**src/source/mult_pkg.sv**
```systemverilog
package mult_pkg;

    // Operand and result width
    localparam int operand_w = 32;

    // Accumulator, shifting multiplier and Booth guard bit
    localparam int prod_w = 2 * operand_w + 1;

    // Adder width covers an accumulator plus or minus two times the multiplicand
    localparam int acc_w = operand_w + 2;

    // Two multiplier bits retire per step
    localparam int step_count = operand_w / 2;

    // Counter holds 0 to step_count
    localparam int count_w = $clog2(step_count + 1);

    typedef enum logic [2:0] {
        booth_zero,
        booth_add1,
        booth_add2,
        booth_sub1,
        booth_sub2
    } booth_op_t;

    typedef enum logic [1:0] {
        seq_idle,
        seq_run,
        seq_done
    } seq_state_t;

    // Per-step control from sequencer to datapath
    typedef struct packed {
        logic first_op;
        logic write_en;
    } mult_step_t;

endpackage

```
**src/source/mult_sequencer.sv**
```systemverilog
`timescale 1ns/1ns

module mult_sequencer import mult_pkg::*; (
    input  logic       clock,
    input  logic       rst_n,
    input  logic       ctrl_mult,
    output mult_step_t step,
    output logic       result_rdy
);

    seq_state_t         state;
    seq_state_t         state_next;
    logic [count_w-1:0] count;
    logic               steps_done;
    logic               running;

    assign running    = (state == seq_run);
    assign steps_done = (count == count_w'(step_count));

    always_comb begin
        state_next = state;
        unique case (state)
            seq_idle: begin
                state_next = seq_idle;
            end
            seq_run: begin
                // One settle cycle after the last write before ready
                if (steps_done) begin
                    state_next = seq_done;
                end
            end
            seq_done: begin
                state_next = seq_done;
            end
            default: begin
                state_next = seq_idle;
            end
        endcase
        // A new start wins in every state
        if (ctrl_mult) begin
            state_next = seq_run;
        end
    end

    always_ff @(posedge clock) begin
        if (!rst_n) begin
            state <= seq_idle;
            count <= '0;
        end else begin
            state <= state_next;
            if (ctrl_mult) begin
                count <= '0;
            end else if (running && !steps_done) begin
                count <= count + count_w'(1);
            end
        end
    end

    // Step 0 loads pattern and low bits straight from the multiplier port
    always_comb begin
        step.first_op = running && (count == '0);
        step.write_en = running && !steps_done;
    end

    assign result_rdy = (state == seq_done);

endmodule

```
**src/source/booth_datapath.sv**
```systemverilog
`timescale 1ns/1ns

module booth_datapath import mult_pkg::*; (
    input  logic                 clock,
    input  logic                 rst_n,
    input  mult_step_t           step,
    input  logic [operand_w-1:0] multiplicand,
    input  logic [operand_w-1:0] multiplier,
    output logic [operand_w-1:0] result,
    output logic                 overflow
);

    // Partial high word in [64:33], product and multiplier bits in [32:1], guard in [0]
    logic [prod_w-1:0]    prod;
    logic [prod_w-1:0]    prod_next;

    logic [2:0]           pattern;
    booth_op_t            booth_op;

    logic [operand_w-1:0] high_bits;
    logic [operand_w-1:0] low_bits;
    logic [acc_w-1:0]     acc;
    logic [acc_w-1:0]     mcand_ext;
    logic [acc_w-1:0]     mcand_dbl;
    logic [acc_w-1:0]     addend;
    logic [acc_w-1:0]     sum;

    // Booth pattern with a zero guard bit on the first step
    always_comb begin
        if (step.first_op) begin
            pattern = {multiplier[1:0], 1'b0};
        end else begin
            pattern = prod[2:0];
        end
    end

    always_comb begin
        booth_op = booth_zero;
        unique case (pattern)
            3'b000, 3'b111: begin
                booth_op = booth_zero;
            end
            3'b001, 3'b010: begin
                booth_op = booth_add1;
            end
            3'b011: begin
                booth_op = booth_add2;
            end
            3'b100: begin
                booth_op = booth_sub2;
            end
            3'b101, 3'b110: begin
                booth_op = booth_sub1;
            end
            default: begin
                booth_op = booth_zero;
            end
        endcase
    end

    // Sign-extended multiplicand and its double
    assign mcand_ext = {{(acc_w - operand_w){multiplicand[operand_w-1]}}, multiplicand};
    assign mcand_dbl = {mcand_ext[acc_w-2:0], 1'b0};

    always_comb begin
        unique case (booth_op)
            booth_add1: begin
                addend = mcand_ext;
            end
            booth_add2: begin
                addend = mcand_dbl;
            end
            booth_sub1: begin
                addend = -mcand_ext;
            end
            booth_sub2: begin
                addend = -mcand_dbl;
            end
            default: begin
                addend = '0;
            end
        endcase
    end

    assign high_bits = prod[prod_w-1:operand_w+1];

    // Accumulator starts from zero and later from the partial high word
    always_comb begin
        if (step.first_op) begin
            acc      = '0;
            low_bits = multiplier;
        end else begin
            acc      = {{(acc_w - operand_w){high_bits[operand_w-1]}}, high_bits};
            low_bits = prod[operand_w:1];
        end
    end

    assign sum = acc + addend;

    // Shift right by two
    // The top sum bit carries the sign and the lowest remaining bit becomes the guard
    assign prod_next = {sum, low_bits[operand_w-1:1]};

    always_ff @(posedge clock) begin
        if (!rst_n) begin
            prod <= '0;
        end else if (step.write_en) begin
            prod <= prod_next;
        end
    end

    assign result = prod[operand_w:1];

    // Full product fits only if the high word is the sign extension of the result
    assign overflow = (high_bits != {operand_w{result[operand_w-1]}});

endmodule

```
**src/source/mult.sv**
```systemverilog
`timescale 1ns/1ns

module mult import mult_pkg::*; (
    input  logic                 clock,
    input  logic                 rst_n,
    input  logic                 ctrl_mult,
    input  logic [operand_w-1:0] multiplicand,
    input  logic [operand_w-1:0] multiplier,
    output logic [operand_w-1:0] result,
    output logic                 overflow,
    output logic                 result_rdy
);

    mult_step_t step;

    // Step counter and ready
    mult_sequencer i_sequencer (
        .clock      (clock),
        .rst_n      (rst_n),
        .ctrl_mult  (ctrl_mult),
        .step       (step),
        .result_rdy (result_rdy)
    );

    // Booth recoding, adder and product register
    booth_datapath i_datapath (
        .clock        (clock),
        .rst_n        (rst_n),
        .step         (step),
        .multiplicand (multiplicand),
        .multiplier   (multiplier),
        .result       (result),
        .overflow     (overflow)
    );

endmodule

```
**config.mk**
```make
export PLATFORM = sky130hd
export DESIGN_NAME = mult
export DESIGN_NICKNAME = d
export VERILOG_FILES = /design/src/source/mult_pkg.sv /design/src/source/mult_sequencer.sv /design/src/source/booth_datapath.sv /design/src/source/mult.sv
export SDC_FILE = /design/constraint.sdc
export NUM_CORES = 1
export LEC_CHECK = 0
export BUFFER_PORTS_ARGS = -buffer_cell sky130_fd_sc_hd__buf_4
export CAP_MARGIN = 20
export CORE_ASPECT_RATIO = 0.75
export CORE_MARGIN = 5
export CORE_UTILIZATION = 32
export CTS_CLUSTER_DIAMETER = 100
export DETAILED_ROUTE_END_ITERATION = 12
export PLACE_DENSITY = 0.5
export SYNTH_ARGS = -nofsm -noshare
export SYNTH_HDL_FRONTEND = slang
export SYNTH_SLANG_ARGS = --single-unit
```
**constraint.sdc**
```tcl
create_clock -name clock -period 6.2 [get_ports clock]
set_input_delay 1.24 -clock clock [delete_from_list [all_inputs] [get_ports clock]]
set_output_delay 1.24 -clock clock [all_outputs]
set_load 0.03 [all_outputs]
```
## Word-level counts from Yosys, hierarchy flattened

Memory sizes are Yosys's and may differ from the RTL's.
Index checks and enable logic that the tools add are counted.

| operators by class | value |
|---|---|
| $add $sub $neg | 4 |
| equal/unequal tests | 10 |
| mux-type cells | 7 |
| bitwise operators | 1 |
| reductions and logical operators | 5 |

Operators with widths:

| cell | number |
|---|---|
| 34-bit one-hot mux with 4 select lines | 1 |
| 34-bit negator | 2 |
| 34-bit adder | 1 |
| 34-bit 2-to-1 mux | 1 |
| 32-bit 2-to-1 mux | 1 |
| 32-bit != test | 1 |
| 3-bit by 2-bit == test with 1-bit output, second input constant | 2 |
| 5-bit by 1-bit adder with 5-bit output, second input constant | 1 |
| 5-bit == test, second input constant | 1 |
| 5-bit logical NOT | 1 |
| 2-bit one-hot mux with 2 select lines | 1 |
| 3-bit by 1-bit == test with 1-bit output, second input constant | 1 |
| 3-bit == test, second input constant | 1 |
| 3-bit 2-to-1 mux | 1 |
| 3-bit by 2-bit != test with 1-bit output, second input constant | 1 |
| 2-bit by 1-bit == test with 1-bit output, second input constant | 1 |
| 2-bit == test, second input constant | 1 |
| 1-bit logical AND | 2 |
| 2-bit 2-to-1 mux | 1 |
| 2-bit by 1-bit != test with 1-bit output, second input constant | 1 |
| 2-bit OR reduction | 1 |
| 1-bit logical NOT | 1 |
| 1-bit 2-to-1 mux | 1 |
| 1-bit inverter | 1 |

| word-level totals | value |
|---|---|
| register bits after elaboration | 72 |
| memory bits (read-only) | 24 |
| input port bits | 67 |
| output and inout port bits | 34 |
| logic and storage cells | 32 |
| memories | 1 |

Memories:

| name | words | bits a word | read ports | clocked after Yosys merged registers in | wr ports | line | text |
|---|---|---|---|---|---|---|---|
| (no name shown) | 8 | 3 | 1 | 0 | 0 | booth_datapath.sv:39 | `unique case (pattern)` |

## Depth between registers and ports, before layout

An unclocked memory read counts as a cell.

| logic depth | value |
|---|---|
| word-level depth | 7 |
| gate-level depth with buffers | 27 |
| gate-level depth less buffers | 24 |

## Cells and area by module

A second synthesis with hierarchy kept.

| unflattened totals | value |
|---|---|
| cells, all modules | 922 |
| area, all modules | 6,921.6 µm² |

Modules (own cells, without submodules):

| module | instances | cells an instance | area each (µm²) | seq. area each (µm²) |
|---|---|---|---|---|
| booth_datapath | 1 | 881 | 6,511.2 | 1,301.2 |
| mult_sequencer | 1 | 41 | 410.4 | 140.1 |

## Worst setup path before layout

Ideal clock, no wire load.

| path | value |
|---|---|
| kind | register to register |
| from | register i_sequencer.count[0] |
| to | register i_datapath.prod[64] |
| library setup time | 0.120 ns |
| data arrival time | 5.465 ns |
| required time | 6.080 ns |
| path slack | 0.615 ns |
| stages on the path, launching flop included | 26 |
| path buffers | 5 |
| period minus slack after synthesis | 5.585 ns |
| cells stage by stage | dfxtp_1 inv_1 ha_1 nor3b_1 nand3b_1 buf_1 mux2_2 inv_1 ha_1 clkbuf_1 nor3b_1 clkbuf_1 clkbuf_1 a22oi_1 o311ai_0 ha_1 clkbuf_1 nand4_1 or2_2 a211o_1 a31oi_1 a31oi_1 o211ai_1 a21oi_1 o21a_1 o31a_1 |

| between the ends | value |
|---|---|
| cells in the longest elaborated chain, start to end | 7 |
| elaborated cells on any way between the ends | 14 |
| classes of those cells | add/sub: 1; eq/ne: 5; mux: 3; reduce/logical: 4; memory: 1 |

RTL lines:

| what | line | text |
|---|---|---|
| start: declaration | mult_sequencer.sv:13 | `logic [count_w-1:0] count;` |
| start signal: assignment | mult_sequencer.sv:54 | `count <= count + count_w'(1);` |
| 5-bit logical NOT | mult_sequencer.sv:61 | `step.first_op = running && (count == '0);` |
| 1-bit logical AND | mult_sequencer.sv:61 |  |
| 3-bit 2-to-1 mux | booth_datapath.sv:30 | `if (step.first_op) begin` |
| memory 8 x 3 bit | - |  |
| 3-bit == test, or another cell as far along | booth_datapath.sv:66 | `unique case (booth_op)` |
| 34-bit one-hot mux with 4 select lines | booth_datapath.sv:66 |  |
| 34-bit adder | booth_datapath.sv:98 | `assign sum = acc + addend;` |
| end signal: assignment | booth_datapath.sv:108 | `prod <= prod_next;` |
| end: declaration | booth_datapath.sv:14 | `logic [prod_w-1:0] prod;` |

Several ways; a longest one is shown, not always the timed one.
A chain may end at the register's enable or synchronous reset.

## Worst setup path in the final report

| path | value |
|---|---|
| from | input port multiplicand[0] |
| to | register i_datapath.prod[58] |

| between the ends | value |
|---|---|
| cells in the longest elaborated chain, start to end | 3 |
| elaborated cells on any way between the ends | 4 |
| classes of those cells | add/sub: 3; mux: 1 |

RTL lines:

| what | line | text |
|---|---|---|
| start: declaration | mult.sv:7 | `input logic [operand_w-1:0] multiplicand,` |
| 34-bit negator (on tied branches) | booth_datapath.sv:74, booth_datapath.sv:77 |  |
| 34-bit one-hot mux with 4 select lines (*) | booth_datapath.sv:66 |  |
| 34-bit adder (*) | booth_datapath.sv:98 |  |

Mark *: on every way between the ends. The rest lies on a longest branch, timed or not.

==> results by group <==
CTS
  – CTS clk-pin slew, worst paths: 70 ps
  – Clock Latency Late Sink: 330 ps
  – CTS Buf Count: 9
  – H-tree Lvls: 3
  – CTS max path bufs: 2
  – Hold buffers post-CTS: 0
  – Clock tree sinks: 72
  – Root buffer cell: clkbuf_16
  – TritonCTS clock tree: yes

Layout
  – Post-layout util: 0.377
  – FF+latch area: 1440 µm²
  – Layout Nets: 1112
  – FILL cells: 2395
  – Diode count: 0
  – Multi-input gate area: 5090 µm²
  – Layout cells sized above 1: 0.163
  – Final instance area: 8260 µm²
  – Layout Cells excl Fill: 1302
  – Synthesis-to-layout area growth: 16.9%

Route
  – Drt pass-1 iters: 5
  – # DRC: 0
  – DR vias: 7030
  – Drt wl/cell: 16.3 µm
  – DRT antenna net count: 0
  – Via density: 5.40
  – Routed wire length: 21200 µm
  – 1st-iter DRT viols: 428

Setup path
  – Crit Path Class: in -> reg
  – CP Data Arrival Time: 5940 ps
  – RR Startpoint: i_sequencer.count[0]$_SDFFE_PP0P_
  – Critical path peak fanout: 6
  – CP Launch Type: input port
  – Critical Path RT: 6430 ps
  – CP Capture Type: flip-flop
  – Worst Setup SP: multiplicand[0]

Floorplanning
  – Die width: 182 µm
  – I/O pins: 101
  – Die height: 139 µm
  – Core area: 21900 µm²
  – Area of the die: 25200 µm²
  – Starting Density: 0.323
  – Site row count: 47

Global routing
  – Initial antenna violation count: 0
  – Gr usage total: 0.161
  – Number of global-route vias before repair: 6564
  – First-pass GRT wire length: 34200 µm
  – Largest net degree at the start of global routing: 80
  – Gr ovfl total: 0

Placed design
  – Placer Congestion: 0.834
  – I/O Buffers: 100
  – Post-place instance area: 7930 µm²
  – HPWL Detailed: 15900 µm
  – Post-Place Cells: 1285

STA
  – Max-slew headroom: 0.423
  – Clock Skew: 11.2 ps
  – Final period util: 0.921
  – Fin. Hold Viols: 0
  – Fmax: 175 MHz
  – RSZ-0062 raised after global routing: no
  – Max Slew Vio Count: 0
  – Worst-margin pin slew: 866 ps
  – Setup TNS: 0 ps
  – Min cycle time layout: 5710 ps
  – Endpoints failing setup: 0

Synth
  – Post-Syn Area: 7060 µm²
  – FFs w/ async S/R, synth: 0
  – Dominant synthesized flop cell: dfxtp_1
  – Syn Area/Cell: 7.42 µm²
  – Post-synth EDFFs: 0
  – Yosys cell types: 66
  – Seq cells post-synth: 72
  – Synth Net Count: 1061
  – Synth warnings: 0
  – Seq/Total Area, Yosys: 0.204
  – Synthesized instance count: 952

Power
  – Pwr/cell area: 204 nW/µm²
  – Worst VDD drop: 0.148 mV
  – Pleak: 3.82 nW
  – Power Total: 1.68 mW

Hold path
  – HP Start: i_datapath.prod[33]$_SDFFE_PN0P_
  – HP Class: reg -> reg

Run status
  – Status: finished clean

Job
  – Max-cap violations: 0
[worst max-delay path, cell delays in order]
cell,delay [ps]
buf_4,120
inv_1,90
ha_1,230
or3b_4,440
or3_1,370
or3_1,360
nor2b_1,160
a222oi_1,290
nand2_1,100
ha_1,390
nand4_1,150
or2_2,330
a211o_1,270
a31oi_1,300
a31oi_1,210
buf_4,190
o31ai_1,290
xnor2_1,150
o21ai_0,70
and2_1,170
[metrics by stage]
| stage | hold slack [ps] | setup slack [ps] |
|---|---|---|
| after floorplan | 457 | 615 |
| after global placement | 483 | 329 |
| after detailed placement | 488 | 201 |
| after CTS | 499 | 471 |
| after global routing | 516 | 36.9 |
| final | 494 | 489 |
[cell type report]
cell class | instances | area share
clock inverters | 7 | 0.0124
repair buffers | 127 | 0.115
inverters | 20 | 0.00909
well taps | 294 | 0.0445
flip-flops and latches | 72 | 0.175
clock buffers | 9 | 0.0273
multi-input cells | 773 | 0.617
[registers in the layout (all words and copies together), names as in the netlist]
signal and flops:
i_sequencer.count 5, i_datapath.prod 65, i_sequencer.state 2
[timing repair]
item,4_1_cts,5_1_grt
setup buffers,0,0
resized for setup,0,1
setup endpoints to repair,0,3
[final timing paths]
kind | to | slack [ps] | depth (start not counted)
setup / recovery | i_datapath.prod[58]$_SDFFE_PN0P_ | 490 | 20
hold / removal | i_datapath.prod[33]$_SDFFE_PN0P_ | 490 | 2
hold reg to reg | i_datapath.prod[33]$_SDFFE_PN0P_ | 490 | 2
setup reg to reg | i_datapath.prod[58]$_SDFFE_PN0P_ | 550 | 23
[cells in the final DEF, fill, tap and decap left out, types with 9 or more instances in the layout]
| cell type | count |
|---|---|
| nand2_1 | 133 |
| buf_4 | 126 |
| o21ai_0 | 75 |
| dfxtp_1 | 72 |
| a21oi_1 | 60 |
| and2_1 | 49 |
| nor3_1 | 43 |
| ha_1 | 41 |
| o211a_1 | 37 |
| nor2_1 | 35 |
| mux2i_1 | 34 |
| nand3_1 | 23 |
| inv_1 | 20 |
| a21o_1 | 19 |
| or3_1 | 17 |
| o311ai_0 | 16 |
| nand4_1 | 15 |
| xnor2_1 | 13 |
| xor2_1 | 13 |
| nand3b_1 | 10 |
| a21boi_0 | 9 |
| o211ai_1 | 9 |
| clkbuf_16 | 9 |
[layer usage]
| layer | global-route usage | part of all wire | vias to the layer above | wire length [µm] |
|---|---|---|---|---|
| li1 | - | - | 3587 | - |
| met1 | 0.243 | 0.51 | 3294 | 10900 |
| met2 | 0.248 | 0.44 | 143 | 9280 |
| met3 | 0.0309 | 0.043 | 6 | 921 |
| met4 | 0.0142 | 0.0036 | 0 | 76 |
| met5 | 0 | 0 | - | 0 |
[cell usage after synthesis, drive strengths merged (3+ instances only)]
| cell | count | area (µm²) |
|---|---|---|
| a21boi | 9 | 67.6 |
| a21o | 19 | 143 |
| a211oi | 3 | 22.5 |
| o31ai | 5 | 37.5 |
| xnor2 | 13 | 114 |
| and2 | 50 | 313 |
| nand3b | 10 | 75.1 |
| a222oi | 3 | 30.0 |
| mux2i | 34 | 340 |
| ha | 41 | 513 |
| a22oi | 7 | 52.6 |
| nor4 | 11 | 96.3 |
| and3 | 4 | 30.0 |
| or2 | 6 | 37.5 |
| dfxtp | 72 | 1440 |
| o311ai | 17 | 149 |
| clkbuf | 46 | 173 |
| nand2 | 133 | 499 |
| o21ai | 77 | 385 |
| o21bai | 4 | 30.0 |
| nor3 | 44 | 225 |
| nand4b | 3 | 32.5 |
| nor3b | 7 | 52.6 |
| inv | 20 | 75.1 |
| xor2 | 13 | 114 |
| nand2b | 5 | 31.3 |
| o21a | 6 | 45.0 |
| a221oi | 4 | 35.0 |
| a221o | 6 | 60.1 |
| nand4 | 15 | 93.8 |
| a211o | 5 | 43.8 |
| o211ai | 9 | 67.6 |
| a21oi | 60 | 300 |
| nor2b | 7 | 43.8 |
| buf | 41 | 284 |
| a31oi | 8 | 50.1 |
| nor2 | 35 | 131 |
| nand3 | 23 | 115 |
| o211a | 37 | 370 |
| or3 | 21 | 144 |
[power breakdown]
group	total, mW	switching (mW)	internal (mW)
sequential	0.529	0.0325	0.496
clock	0.575	0.217	0.358
combinational	0.581	0.341	0.241
total	1.68	0.590	1.09
[kinds of logic (layout without fill, tap and decap cells)]
family          Yosys count  after routing  synth area share
simple gates            380            380             0.282
mux                      36             36            0.0514
xor+xnor                 26             26            0.0322
buf+inv                 107            163            0.0753
fa+ha+maj                42             42            0.0755
compound gates          289            289             0.280
flops                    72             72             0.204
No activity file was read; power rests on OpenSTA's default activity.
